<file path="src/hdl/fpsimd_pkg.sv">
package fpsimd_pkg;

  localparam int data_w    = 64;
  localparam int lane_w    = 32;
  localparam int num_lanes = 2;
  localparam int op_w      = 4;

  // bitwise ops on the raw word
  localparam logic [op_w-1:0] op_and   = 4'd0;
  localparam logic [op_w-1:0] op_or    = 4'd1;
  localparam logic [op_w-1:0] op_xor   = 4'd2;
  // a and not b
  localparam logic [op_w-1:0] op_andn  = 4'd3;

  // lane permutes
  localparam logic [op_w-1:0] op_swap  = 4'd4;
  localparam logic [op_w-1:0] op_dup   = 4'd5;
  localparam logic [op_w-1:0] op_copya = 4'd6;

  // packed single compares, lt and le are ordered
  localparam logic [op_w-1:0] op_cmpeq = 4'd8;
  localparam logic [op_w-1:0] op_cmplt = 4'd9;
  localparam logic [op_w-1:0] op_cmple = 4'd10;

  typedef struct packed {
    logic              sign;
    logic [7:0]        exp;
    logic [lane_w-10:0] frac;
  } flane_t;

  // same bits, raw for logic and permutes, lanes for compares
  typedef union packed {
    logic [data_w-1:0]       raw;
    flane_t [num_lanes-1:0]  lane;
  } simd_word_u;

endpackage
</file>
<file path="src/hdl/fpsimd_unit.sv">
`timescale 1ns/1ps

module fpsimd_unit #(
  parameter int queue_depth = 4
) (
  input  logic                             clk,
  input  logic                             rst,
  input  logic                             in_valid,
  output logic                             in_ready,
  input  logic [fpsimd_pkg::op_w-1:0]      in_op,
  input  logic [fpsimd_pkg::data_w:0]      in_a,
  input  logic [fpsimd_pkg::data_w:0]      in_b,
  input  logic                             res_ready,
  output logic                             res_valid,
  output logic [fpsimd_pkg::data_w-1:0]    res_data,
  output logic [fpsimd_pkg::num_lanes-1:0] res_mask,
  output logic                             res_invalid,
  output logic                             res_perr,
  output logic                             res_illegal
);

  import fpsimd_pkg::*;

  logic            iss_valid;
  logic            iss_ready;
  logic [op_w-1:0] iss_op;
  simd_word_u      iss_a;
  simd_word_u      iss_b;
  logic            iss_perr;
  logic            iss_illegal;

  logic            q_valid;
  logic            q_ready;
  logic [op_w-1:0] q_op;
  simd_word_u      q_a;
  simd_word_u      q_b;
  logic            q_perr;
  logic            q_illegal;

  fpsimd_issue u_issue (
    .clk         (clk),
    .rst         (rst),
    .in_valid    (in_valid),
    .in_ready    (in_ready),
    .in_op       (in_op),
    .in_a        (in_a),
    .in_b        (in_b),
    .iss_valid   (iss_valid),
    .iss_ready   (iss_ready),
    .iss_op      (iss_op),
    .iss_a       (iss_a),
    .iss_b       (iss_b),
    .iss_perr    (iss_perr),
    .iss_illegal (iss_illegal)
  );

  fpsimd_queue #(
    .queue_depth (queue_depth)
  ) u_queue (
    .clk         (clk),
    .rst         (rst),
    .iss_valid   (iss_valid),
    .iss_ready   (iss_ready),
    .iss_op      (iss_op),
    .iss_a       (iss_a),
    .iss_b       (iss_b),
    .iss_perr    (iss_perr),
    .iss_illegal (iss_illegal),
    .q_valid     (q_valid),
    .q_ready     (q_ready),
    .q_op        (q_op),
    .q_a         (q_a),
    .q_b         (q_b),
    .q_perr      (q_perr),
    .q_illegal   (q_illegal)
  );

  fpsimd_exec u_exec (
    .clk         (clk),
    .rst         (rst),
    .q_valid     (q_valid),
    .q_ready     (q_ready),
    .q_op        (q_op),
    .q_a         (q_a),
    .q_b         (q_b),
    .q_perr      (q_perr),
    .q_illegal   (q_illegal),
    .res_ready   (res_ready),
    .res_valid   (res_valid),
    .res_data    (res_data),
    .res_mask    (res_mask),
    .res_invalid (res_invalid),
    .res_perr    (res_perr),
    .res_illegal (res_illegal)
  );

endmodule

</file>
<file path="src/hdl/fpsimd_exec.sv">
`timescale 1ns/1ps

module fpsimd_exec (
  input  logic                             clk,
  input  logic                             rst,
  input  logic                             q_valid,
  output logic                             q_ready,
  input  logic [fpsimd_pkg::op_w-1:0]      q_op,
  input  fpsimd_pkg::simd_word_u           q_a,
  input  fpsimd_pkg::simd_word_u           q_b,
  input  logic                             q_perr,
  input  logic                             q_illegal,
  input  logic                             res_ready,
  output logic                             res_valid,
  output logic [fpsimd_pkg::data_w-1:0]    res_data,
  output logic [fpsimd_pkg::num_lanes-1:0] res_mask,
  output logic                             res_invalid,
  output logic                             res_perr,
  output logic                             res_illegal
);

  import fpsimd_pkg::*;

  simd_word_u           calc;
  logic [num_lanes-1:0] cmp_mask;
  logic [num_lanes-1:0] lane_nan;
  logic [num_lanes-1:0] lane_eq;
  logic [num_lanes-1:0] lane_lt;
  logic                 is_cmp;
  logic                 is_ordered;
  logic                 q_fire;

  function automatic logic is_nan(input flane_t f);
    return (&f.exp) && (|f.frac);
  endfunction

  function automatic logic is_zero(input flane_t f);
    return {f.exp, f.frac} == '0;
  endfunction

  // sign-magnitude ordering, +0 and -0 tie
  function automatic logic lane_less(input flane_t a, input flane_t b);
    logic less;
    if (is_zero(a) && is_zero(b)) begin
      less = 1'b0;
    end else if (a.sign != b.sign) begin
      less = a.sign;
    end else if (a.sign) begin
      less = {a.exp, a.frac} > {b.exp, b.frac};
    end else begin
      less = {a.exp, a.frac} < {b.exp, b.frac};
    end
    return less;
  endfunction

  assign is_cmp     = (q_op == op_cmpeq) || is_ordered;
  assign is_ordered = (q_op == op_cmplt) || (q_op == op_cmple);

  always_comb begin
    for (int i = 0; i < num_lanes; i++) begin
      lane_nan[i] = is_nan(q_a.lane[i]) || is_nan(q_b.lane[i]);
      lane_eq[i]  = (q_a.lane[i] == q_b.lane[i]) ||
                    (is_zero(q_a.lane[i]) && is_zero(q_b.lane[i]));
      lane_lt[i]  = lane_less(q_a.lane[i], q_b.lane[i]);
    end
  end

  always_comb begin
    calc.raw = '0;
    cmp_mask = '0;
    case (q_op)
      op_and:   calc.raw = q_a.raw & q_b.raw;
      op_or:    calc.raw = q_a.raw | q_b.raw;
      op_xor:   calc.raw = q_a.raw ^ q_b.raw;
      op_andn:  calc.raw = q_a.raw & ~q_b.raw;
      op_swap: begin
        calc.lane[0] = q_b.lane[1];
        calc.lane[1] = q_b.lane[0];
      end
      op_dup: begin
        calc.lane[0] = q_b.lane[0];
        calc.lane[1] = q_b.lane[0];
      end
      op_copya: calc.raw = q_a.raw;
      // nan lanes never compare true
      op_cmpeq: cmp_mask = lane_eq & ~lane_nan;
      op_cmplt: cmp_mask = lane_lt & ~lane_nan;
      op_cmple: cmp_mask = (lane_lt | lane_eq) & ~lane_nan;
      default:  calc.raw = '0;
    endcase
    if (is_cmp) begin
      for (int i = 0; i < num_lanes; i++) begin
        calc.raw[i*lane_w +: lane_w] = {lane_w{cmp_mask[i]}};
      end
    end
  end

  // output slot frees once the consumer takes it
  assign q_ready = !res_valid || res_ready;
  assign q_fire  = q_valid && q_ready;

  always_ff @(posedge clk) begin
    if (rst) begin
      res_valid <= 1'b0;
    end else if (q_fire) begin
      res_valid <= 1'b1;
    end else if (res_ready) begin
      res_valid <= 1'b0;
    end
  end

  always_ff @(posedge clk) begin
    if (q_fire) begin
      if (q_perr || q_illegal) begin
        res_data    <= '0;
        res_mask    <= '0;
        res_invalid <= 1'b0;
      end else begin
        res_data    <= calc.raw;
        res_mask    <= cmp_mask;
        res_invalid <= is_ordered && (|lane_nan);
      end
      // parity error wins over a bad opcode
      res_perr    <= q_perr;
      res_illegal <= q_illegal && !q_perr;
    end
  end

  assert property (@(posedge clk) disable iff (rst)
    res_valid |-> !(res_perr && res_illegal));

  // stalled result holds until taken
  assert property (@(posedge clk) disable iff (rst)
    res_valid && !res_ready |=> res_valid &&
      $stable({res_data, res_mask, res_invalid, res_perr, res_illegal}));

endmodule

</file>
<file path="src/hdl/fpsimd_queue.sv">
`timescale 1ns/1ps

module fpsimd_queue #(
  parameter int queue_depth = 4
) (
  input  logic                        clk,
  input  logic                        rst,
  input  logic                        iss_valid,
  output logic                        iss_ready,
  input  logic [fpsimd_pkg::op_w-1:0] iss_op,
  input  fpsimd_pkg::simd_word_u      iss_a,
  input  fpsimd_pkg::simd_word_u      iss_b,
  input  logic                        iss_perr,
  input  logic                        iss_illegal,
  output logic                        q_valid,
  input  logic                        q_ready,
  output logic [fpsimd_pkg::op_w-1:0] q_op,
  output fpsimd_pkg::simd_word_u      q_a,
  output fpsimd_pkg::simd_word_u      q_b,
  output logic                        q_perr,
  output logic                        q_illegal
);

  import fpsimd_pkg::*;

  localparam int ptr_w = $clog2(queue_depth);
  localparam logic [ptr_w:0] full_cnt = (ptr_w + 1)'(queue_depth);

  logic [op_w-1:0] mem_op [queue_depth];
  simd_word_u      mem_a [queue_depth];
  simd_word_u      mem_b [queue_depth];
  logic            mem_perr [queue_depth];
  logic            mem_illegal [queue_depth];

  logic [ptr_w-1:0] wr_ptr;
  logic [ptr_w-1:0] rd_ptr;
  logic [ptr_w:0]   count;
  logic             wr_en;
  logic             rd_en;

  assign iss_ready = count != full_cnt;
  assign q_valid   = count != '0;
  assign wr_en     = iss_valid && iss_ready;
  assign rd_en     = q_valid && q_ready;

  // head entry read straight out of storage
  assign q_op      = mem_op[rd_ptr];
  assign q_a       = mem_a[rd_ptr];
  assign q_b       = mem_b[rd_ptr];
  assign q_perr    = mem_perr[rd_ptr];
  assign q_illegal = mem_illegal[rd_ptr];

  always_ff @(posedge clk) begin
    if (rst) begin
      wr_ptr <= '0;
      rd_ptr <= '0;
      count  <= '0;
    end else begin
      if (wr_en) begin
        wr_ptr <= wr_ptr + 1'b1;
      end
      if (rd_en) begin
        rd_ptr <= rd_ptr + 1'b1;
      end
      case ({wr_en, rd_en})
        2'b10:   count <= count + 1'b1;
        2'b01:   count <= count - 1'b1;
        default: count <= count;
      endcase
    end
  end

  always_ff @(posedge clk) begin
    if (wr_en) begin
      mem_op[wr_ptr]      <= iss_op;
      mem_a[wr_ptr]       <= iss_a;
      mem_b[wr_ptr]       <= iss_b;
      mem_perr[wr_ptr]    <= iss_perr;
      mem_illegal[wr_ptr] <= iss_illegal;
    end
  end

  // no write into a full queue, count never passes the depth
  assert property (@(posedge clk) disable iff (rst)
    count <= full_cnt);

  // no read from an empty one, pointers stay in step with the count
  assert property (@(posedge clk) disable iff (rst)
    wr_ptr == ptr_w'(rd_ptr + count));

endmodule

</file>
<file path="src/hdl/fpsimd_issue.sv">
`timescale 1ns/1ps

module fpsimd_issue (
  input  logic                        clk,
  input  logic                        rst,
  input  logic                        in_valid,
  output logic                        in_ready,
  input  logic [fpsimd_pkg::op_w-1:0] in_op,
  input  logic [fpsimd_pkg::data_w:0] in_a,
  input  logic [fpsimd_pkg::data_w:0] in_b,
  output logic                        iss_valid,
  input  logic                        iss_ready,
  output logic [fpsimd_pkg::op_w-1:0] iss_op,
  output fpsimd_pkg::simd_word_u      iss_a,
  output fpsimd_pkg::simd_word_u      iss_b,
  output logic                        iss_perr,
  output logic                        iss_illegal
);

  import fpsimd_pkg::*;

  logic in_fire;
  logic in_perr;
  logic in_illegal;

  // slot frees when the held op moves on
  assign in_ready = !iss_valid || iss_ready;
  assign in_fire  = in_valid && in_ready;

  // even parity over all 65 bits
  assign in_perr = (^in_a) || (^in_b);

  always_comb begin
    case (in_op)
      op_and, op_or, op_xor, op_andn,
      op_swap, op_dup, op_copya,
      op_cmpeq, op_cmplt, op_cmple: in_illegal = 1'b0;
      default:                      in_illegal = 1'b1;
    endcase
  end

  always_ff @(posedge clk) begin
    if (rst) begin
      iss_valid <= 1'b0;
    end else if (in_fire) begin
      iss_valid <= 1'b1;
    end else if (iss_ready) begin
      iss_valid <= 1'b0;
    end
  end

  always_ff @(posedge clk) begin
    if (in_fire) begin
      iss_op      <= in_op;
      iss_a.raw   <= in_a[data_w-1:0];
      iss_b.raw   <= in_b[data_w-1:0];
      iss_perr    <= in_perr;
      iss_illegal <= in_illegal;
    end
  end

  // held op stays put until the queue takes it
  assert property (@(posedge clk) disable iff (rst)
    iss_valid && !iss_ready |=>
      iss_valid && $stable({iss_op, iss_a, iss_b, iss_perr, iss_illegal}));

endmodule

</file>
<file path="config.mk">
export PLATFORM = sky130hd
export DESIGN_NAME = fpsimd_unit
export DESIGN_NICKNAME = d
export VERILOG_FILES = /design/src/hdl/fpsimd_pkg.sv /design/src/hdl/fpsimd_unit.sv /design/src/hdl/fpsimd_exec.sv /design/src/hdl/fpsimd_queue.sv /design/src/hdl/fpsimd_issue.sv
export SDC_FILE = /design/constraint.sdc
export NUM_CORES = 1
export LEC_CHECK = 0
export BUFFER_PORTS_ARGS = -buffer_cell sky130_fd_sc_hd__buf_2
export CORE_MARGIN = 8
export CORE_UTILIZATION = 57
export CTS_BUF_LIST = sky130_fd_sc_hd__clkbuf_4
export CTS_CLUSTER_SIZE = 30
export DETAILED_ROUTE_END_ITERATION = 7
export GPL_ROUTABILITY_DRIVEN = 0
export GPL_TIMING_DRIVEN = 0
export PLACE_DENSITY = 0.79
export SLEW_MARGIN = 30
export SYNTH_ARGS = -nofsm -noshare
export SYNTH_HDL_FRONTEND = slang
export SYNTH_HIERARCHICAL = 1
export SYNTH_SLANG_ARGS = --single-unit
</file>
<file path="constraint.sdc">
create_clock -name clk -period 4.8 [get_ports clk]
set_clock_uncertainty 0.1 [all_clocks]
set_input_delay 0.48 -clock clk [delete_from_list [all_inputs] [get_ports clk]]
set_output_delay 0.48 -clock clk [all_outputs]
set_load 0.02 [all_outputs]
</file>
### Yosys cells after proc, flatten, opt, wreduce, memory -nomap -nowiden

Memory sizes are Yosys's and may differ from the RTL's. A register that Yosys moved wholly into a read port is not among the register bits.
Cells that the tools add are included.

| storage, ports and cells | value |
|---|---|
| register bits | 211 |
| bits in writable memories | 536 |
| memory bits (read-only) | 16 |
| input bits | 138 |
| output and inout port bits | 71 |
| word-level logic and storage cells | 124 |
| memories | 6 |

| cells by class | value |
|---|---|
| $add $sub $neg | 4 |
| order comparisons | 4 |
| eq/ne operators | 16 |
| mux-type cells | 26 |
| bitwise gates (word level) | 10 |
| reduce and logical (&&, ||, !) cells | 44 |

Memory list:

| memory | depth | bits a word | rd ports | clocked after memory_dff | write ports | RTL line | text |
|---|---|---|---|---|---|---|---|
| u_queue.mem_a | 4 | 64 | 1 | 1 | 1 | fpsimd_queue.sv:30 | `simd_word_u mem_a [queue_depth];` |
| u_queue.mem_b | 4 | 64 | 1 | 1 | 1 | fpsimd_queue.sv:31 | `simd_word_u mem_b [queue_depth];` |
| (name not given) | 16 | 1 | 1 | 1 | 0 | fpsimd_issue.sv:34 | `case (in_op)` |
| u_queue.mem_op | 4 | 4 | 1 | 1 | 1 | fpsimd_queue.sv:29 | `logic [op_w-1:0] mem_op [queue_depth];` |
| u_queue.mem_illegal | 4 | 1 | 1 | 1 | 1 | fpsimd_queue.sv:33 | `logic mem_illegal [queue_depth];` |
| u_queue.mem_perr | 4 | 1 | 1 | 1 | 1 | fpsimd_queue.sv:32 | `logic mem_perr [queue_depth];` |

Operator list:

| cell | count |
|---|---|
| $pmux W64 S7 | 1 |
| $reduce_xor A65 Y1 | 2 |
| $and A64 B64 Y64 | 2 |
| $logic_not A31 Y1 | 4 |
| $reduce_or A23 Y1 | 4 |
| $eq A32 B32 Y1 | 2 |
| $mux W64 | 1 |
| $not A64 Y64 | 1 |
| $or A64 B64 Y64 | 1 |
| $xor A64 B64 Y64 | 1 |
| $gt A31 B31 Y1 | 2 |
| $lt A31 B31 Y1 | 2 |
| $reduce_and A8 Y1 | 4 |
| $mux W2 | 10 |
| $eq A4 B3 Y1 const B | 3 |
| $eq A4 B4 Y1 const B | 3 |
| $mux W1 | 12 |
| $logic_and A1 B1 Y1 | 11 |
| $logic_or A1 B1 Y1 | 10 |
| $eq A4 B2 Y1 const B | 2 |
| $and A2 B2 Y2 | 3 |
| $pmux W2 S3 | 1 |
| $pmux W3 S2 | 1 |
| $reduce_bool A2 Y1 | 3 |
| other kinds (14) | 18 |

### Logic depth before layout (Yosys ltp)

| depth | value |
|---|---|
| word-level depth | 8 |
| depth in mapped cells | 14 |
| gate-level depth less buffers | 10 |

### Cells and area by module

The synthesis kept the hierarchy.

Modules (own cells, without submodules):

| module | times used | cells an instance | area an instance (µm²) |
|---|---|---|---|
| fpsimd_queue | 1 | 752 | 19,777.7 |
| fpsimd_exec | 1 | 1,052 | 8,748.4 |
| fpsimd_issue | 1 | 269 | 5,225.0 |

### Least setup slack after synthesis

Ideal clock, no wire load.

| timing | value |
|---|---|
| kind | register to register |
| from | reg u_queue.count[0] |
| to | mem u_queue/mem_a[2][0] in the netlist's numbering, enable pin |
| setup time | 0.509 ns |
| data arrival time | 3.926 ns |
| data required time | 4.191 ns |
| setup slack | 0.265 ns |
| cell stages (with the launch flop) | 4 |
| buffers on the path | 0 |
| cell sequence | dfxtp_1 > nor2_1 > a21boi_1 > and2_1 |

| on the way | value |
|---|---|
| cells in the longest elaborated chain, start to end | 4 |

RTL lines:

| what | RTL line | text |
|---|---|---|
| start: declaration | fpsimd_queue.sv:37 | `logic [ptr_w:0] count;` |
| start signal: assignment | fpsimd_queue.sv:66 | `2'b10: count <= count + 1'b1;` |
| start signal: assignment | fpsimd_queue.sv:67 | `2'b01: count <= count - 1'b1;` |
| start signal: assignment | fpsimd_queue.sv:68 | `default: count <= count;` |
| $ne A3 B3 Y1 | fpsimd_queue.sv:41 | `assign iss_ready = count != full_cnt;` |
| $logic_and A1 B1 Y1 | fpsimd_queue.sv:43 | `assign wr_en = iss_valid && iss_ready;` |
| $mux W1 | fpsimd_queue.sv:74 | `if (wr_en) begin` |
| $mux W1 (not written as such) | fpsimd_queue.sv:76 | `mem_a[wr_ptr] <= iss_a;` |
| end: declaration | fpsimd_queue.sv:30 |  |

Every way passes these cells.

==> impl_metrics.toml <==
[sta]
slew_headroom_pct = 38.4
worst-slew-pin-transition_ns = 0.925
hold_viol_final = 0
finalMaxSlewViolations = 0
maxClockFrequency_ghz = 0.214
grt_setup_unrepaired = "no"
final_critical_path_setup_slack_ns = 0.130
period_share_pct = 97.3
setup_viol_count_final = 0
period_minus_slack_ns = 4.67

[worst_setup_path]
critical_path.cell_chain = "buf_2 > clkbuf_4 > buf_2 > mux4_2 > inv_1 > ha_1 > nor4_2 > nand4_1 > nand4b_1 > a2111oi_2 > inv_1 > buf_2 > o211ai_2"
worst_path_max_delay_cell = "sky130_fd_sc_hd__mux4_2"
cp_data_required_time_ns = 5.49
cp.arrival_ns = 5.36
worst_r2r_endpoint = "u_exec/res_data[20]$_SDFFCE_PP0P_"
cp_top_family = "buffers and inverters"
path_class = "register to register"
critical-path-top-cell-by-count = "sky130_fd_sc_hd__buf_2"
worstSetupStartpointType = "register"
rr_worst_depth = 13
worst_r2r_setup_slack_ns = 0.13
maximum_fanout_along_the_worst_path = 10
worst_setup_path_end_kind = "register"
path_depth = 13
timing.critical_path.buf_inv = 6
setup.worst_path.end = "u_exec/res_data[20]$_SDFFCE_PP0P_"
slowest_delay_ns = 0.51

[logic_synthesis]
synth_enable_flop_cells = 739
yosys_register_bits = 750
synth_top_cell_by_area = "sky130_fd_sc_hd__edfxtp_1"
yosysWarningCount = 6
netlist_top_cells_area = "sky130_fd_sc_hd__edfxtp_1, sky130_fd_sc_hd__mux4_2, sky130_fd_sc_hd__ha_1, sky130_fd_sc_hd__xnor2_1, sky130_fd_sc_hd__inv_1"
synth_top_area_share_pct = 65.7
synth_nets = 2343
ys_types = 71
synth-async-reset-ratio_pct = 0
netlist_instances = 2073
area_of_the_mapped_netlist_mm2 = 0.0338
postSynth.topFlopCell = "sky130_fd_sc_hd__edfxtp_1"
ys_seq_area_share_pct = 66.4
syn_avg_cell_area_um2 = 16.3

[global_routing]
grt_start_max_net_pins = 46
initial_antenna_violation_count = 2
grt_pass1_wl_mm = 135
grt_use_total_pct = 27.0
first_global_vias = 22200
gr-total-overflow = 0

[pwr]
p_seq_share_pct = 38.3
max-vdd-ir-drop_mv = 0.403
p_int_uw = 13700
sw_frac_of_total_pct = 36.7
total_power_uw = 21700
power-per-cell-area_mw_per_mm2 = 538
power_leakage_uw = 0.0147
combinationalPowerShare_pct = 37.1
p_clk_share_pct = 24.6
power.switching_uw = 7970

[floorplanning]
dieWidth_um = 259
core.rowCount = 89
die_area_mm2 = 0.0673
floorplan.core_area_mm2 = 0.0588
initial_utilization_pct = 57.4
boundaryPins = 209
die_height_um = 259

[final_layout]
final-instance-count-excl-fill = 3569
most_common_cell_after_layout_fill_and_taps_aside = "sky130_fd_sc_hd__edfxtp_1"
final_nets = 2922
area.growth.synth_to_final_pct = 19.4
mostFrequentLayoutCells = "sky130_fd_sc_hd__edfxtp_1, sky130_fd_sc_hd__clkbuf_4, sky130_fd_sc_hd__buf_2"
layout.core_utilization_pct = 68.5
final_cell_area_mm2 = 0.0403
drive_above_1_share_pct = 27.6
n_fill_cell = 3769

[detailed_routing]
drcViolationCount = 0
drt_pre_antenna_iters = 6
totalWireLength_mm = 91.8
antenna_violating_nets_post_route = 0
routedWlPerCell_um = 25.7
vias = 21500
drt-vias-per-instance = 6.01
drt_first_iter_violations = 2688

[clocking]
master_cell_of_the_clock_root_buffer = "sky130_fd_sc_hd__clkbuf_4"
number_of_cts_inserted_buffers = 179
worst_setup_hold_path_clk_slew_ns = 0.10
cts.path.max_buffers = 3
max_h_tree_level = 4
cts_tree = "built"
cts_sinks = 750
insertion_delay_ns = 1.06

[placement]
placedInstanceArea_mm2 = 0.0362
place.detailed.hpwl_mm = 61.9
place.detailed.instances = 3070
numPortBuffers = 208
place_ws_ns = -0.0753

[worst_hold_path]
worst_hold_path_type = "primary input to register"
worstHoldPathCells = 2

[run]
drv.max_cap_violation_count = 0

[status]
run_status = "completed"
power by group through the flow:
stage	sequential [uW]	clock, uW	combinational (uW)
finish	8310	5340	8060
global route	8360	5770	8460
CTS	8290	5370	7770
detailed placement	8430	0	7610
global placement	8510	0	7300
floorplan	8830	0	4650
cell usage after synthesis (2+ instances only):
library cell                 n
sky130_fd_sc_hd__nand2_2     4
sky130_fd_sc_hd__nor2b_1    10
sky130_fd_sc_hd__a221oi_1   37
sky130_fd_sc_hd__xnor2_1   171
sky130_fd_sc_hd__nor4_1     39
sky130_fd_sc_hd__o21bai_1   28
sky130_fd_sc_hd__a31oi_1     3
sky130_fd_sc_hd__a211o_1     2
sky130_fd_sc_hd__o211ai_2   29
sky130_fd_sc_hd__a22oi_1    35
sky130_fd_sc_hd__edfxtp_1  739
sky130_fd_sc_hd__xnor3_1     2
sky130_fd_sc_hd__ha_1      131
sky130_fd_sc_hd__clkbuf_1   48
sky130_fd_sc_hd__dfxtp_1    11
sky130_fd_sc_hd__nor3_1     13
sky130_fd_sc_hd__inv_1     155
sky130_fd_sc_hd__or4_1       3
sky130_fd_sc_hd__nand4_1    14
sky130_fd_sc_hd__nor3b_1     2
sky130_fd_sc_hd__o21ai_0    80
sky130_fd_sc_hd__xor2_1     18
sky130_fd_sc_hd__o31a_1      4
sky130_fd_sc_hd__buf_6      15
sky130_fd_sc_hd__nand3_1     4
sky130_fd_sc_hd__buf_1       2
sky130_fd_sc_hd__mux4_2    134
sky130_fd_sc_hd__and4_1      2
sky130_fd_sc_hd__o211ai_1    4
sky130_fd_sc_hd__o21ai_2    25
sky130_fd_sc_hd__nor4_2      2
sky130_fd_sc_hd__nand2b_1   13
sky130_fd_sc_hd__buf_2      27
sky130_fd_sc_hd__a21oi_1    78
sky130_fd_sc_hd__o31ai_1     4
sky130_fd_sc_hd__nand2_1    45
sky130_fd_sc_hd__and2_1      9
sky130_fd_sc_hd__or3_1       3
sky130_fd_sc_hd__nor2_1     96
layout make-up:
cell class,count,area (um^2),share of cell area [%]
sequential,750,22400,55.6
multi-input combinational,1074,10300,25.5
timing repair buffer,398,3160,7.85
clock buffer,258,1940,4.81
tap,773,967,2.40
inverter,156,586,1.45
buffer,93,502,1.25
clock inverter,62,428,1.06
antenna,5,12.5,0.0310
worst min path at each step:
stage,startpoint,endpoint,slack (ns)
5_1_grt,in_b[60],u_issue/iss_b[60]$_DFFE_PP_,-0.007
2_1_floorplan,u_issue/iss_a[0]$_DFFE_PP_,u_queue/mem_a[0][0]$_DFFE_PP_,0.36
3_3_place_gp,u_issue/iss_b[4]$_DFFE_PP_,u_queue/mem_b[3][4]$_DFFE_PP_,0.36
3_5_place_dp,u_issue/iss_a[60]$_DFFE_PP_,u_queue/mem_a[1][60]$_DFFE_PP_,0.38
6_report,in_b[60],u_issue/iss_b[60]$_DFFE_PP_,0.09
4_1_cts,in_b[58],u_issue/iss_b[58]$_DFFE_PP_,0.0004
what timing repair did:
action                                  in CTS  in global routing
resized for setup                            1                  3
buffers inserted                             0                  3
hold buffers                               171                  0
cloned                                       0                  0
endpoints found under the setup margin       7                 62
endpoints found under the hold margin      153                  0
pin swaps                                    0                  1
per-layer routing:
metal  wire [um]  track usage, %  share of wire, %
met1       33100            33.4                36
met2       44700            43.8                49
met3        9280            6.94                10
met4        4670            14.2               5.1
met5           0               0                 0
registers in the layout, summed over array words and instances, names as in the netlist, 3 cells and up, named ones only:
| register | count |
|---|---|
| u_queue/mem_a | 256 |
| u_queue/mem_b | 256 |
| u_exec/res_data | 64 |
| u_issue/iss_a | 64 |
| u_issue/iss_b | 64 |
| u_queue/mem_op | 16 |
| u_issue/iss_op | 4 |
| u_queue/mem_illegal | 4 |
| u_queue/mem_perr | 4 |
| u_queue/count | 3 |
stage by stage:
stage,hold WS (ns),setup TNS [ns]
finish,0.0938,0
global route,-0.00747,0
global placement,0.364,-1304.11
detailed placement,0.381,-0.374
CTS,0.000391,0
floorplan,0.359,0
worst register-to-register path, stage by stage, from the launching register on:
cell	delay (ns)
sky130_fd_sc_hd__dfxtp_1	0.30
sky130_fd_sc_hd__buf_2	0.32
sky130_fd_sc_hd__clkbuf_4	0.37
sky130_fd_sc_hd__buf_2	0.32
sky130_fd_sc_hd__mux4_2	0.51
sky130_fd_sc_hd__inv_1	0.15
sky130_fd_sc_hd__ha_1	0.29
sky130_fd_sc_hd__nor4_2	0.47
sky130_fd_sc_hd__nand4_1	0.25
sky130_fd_sc_hd__nand4b_1	0.31
sky130_fd_sc_hd__a2111oi_2	0.38
sky130_fd_sc_hd__inv_1	0.19
sky130_fd_sc_hd__buf_2	0.30
sky130_fd_sc_hd__o211ai_2	0.22
logic make-up (layout without fill, tap and decap cells):
logic type / count (synthesis) / in the layout / synth area share, %
buffers and inverters: 249 / 967 / 3.21
AOI/OAI and AO/OA: 343 / 343 / 7.24
DFF: 750 / 750 / 66.4
other: 0 / 5 / 0
muxes: 136 / 136 / 9.00
adders and majority gates: 132 / 132 / 4.92
and+or+nand+nor: 271 / 271 / 4.13
xor gates and xnor gates: 192 / 192 / 5.09
Note: power is estimated with default switching activity, not from simulation.
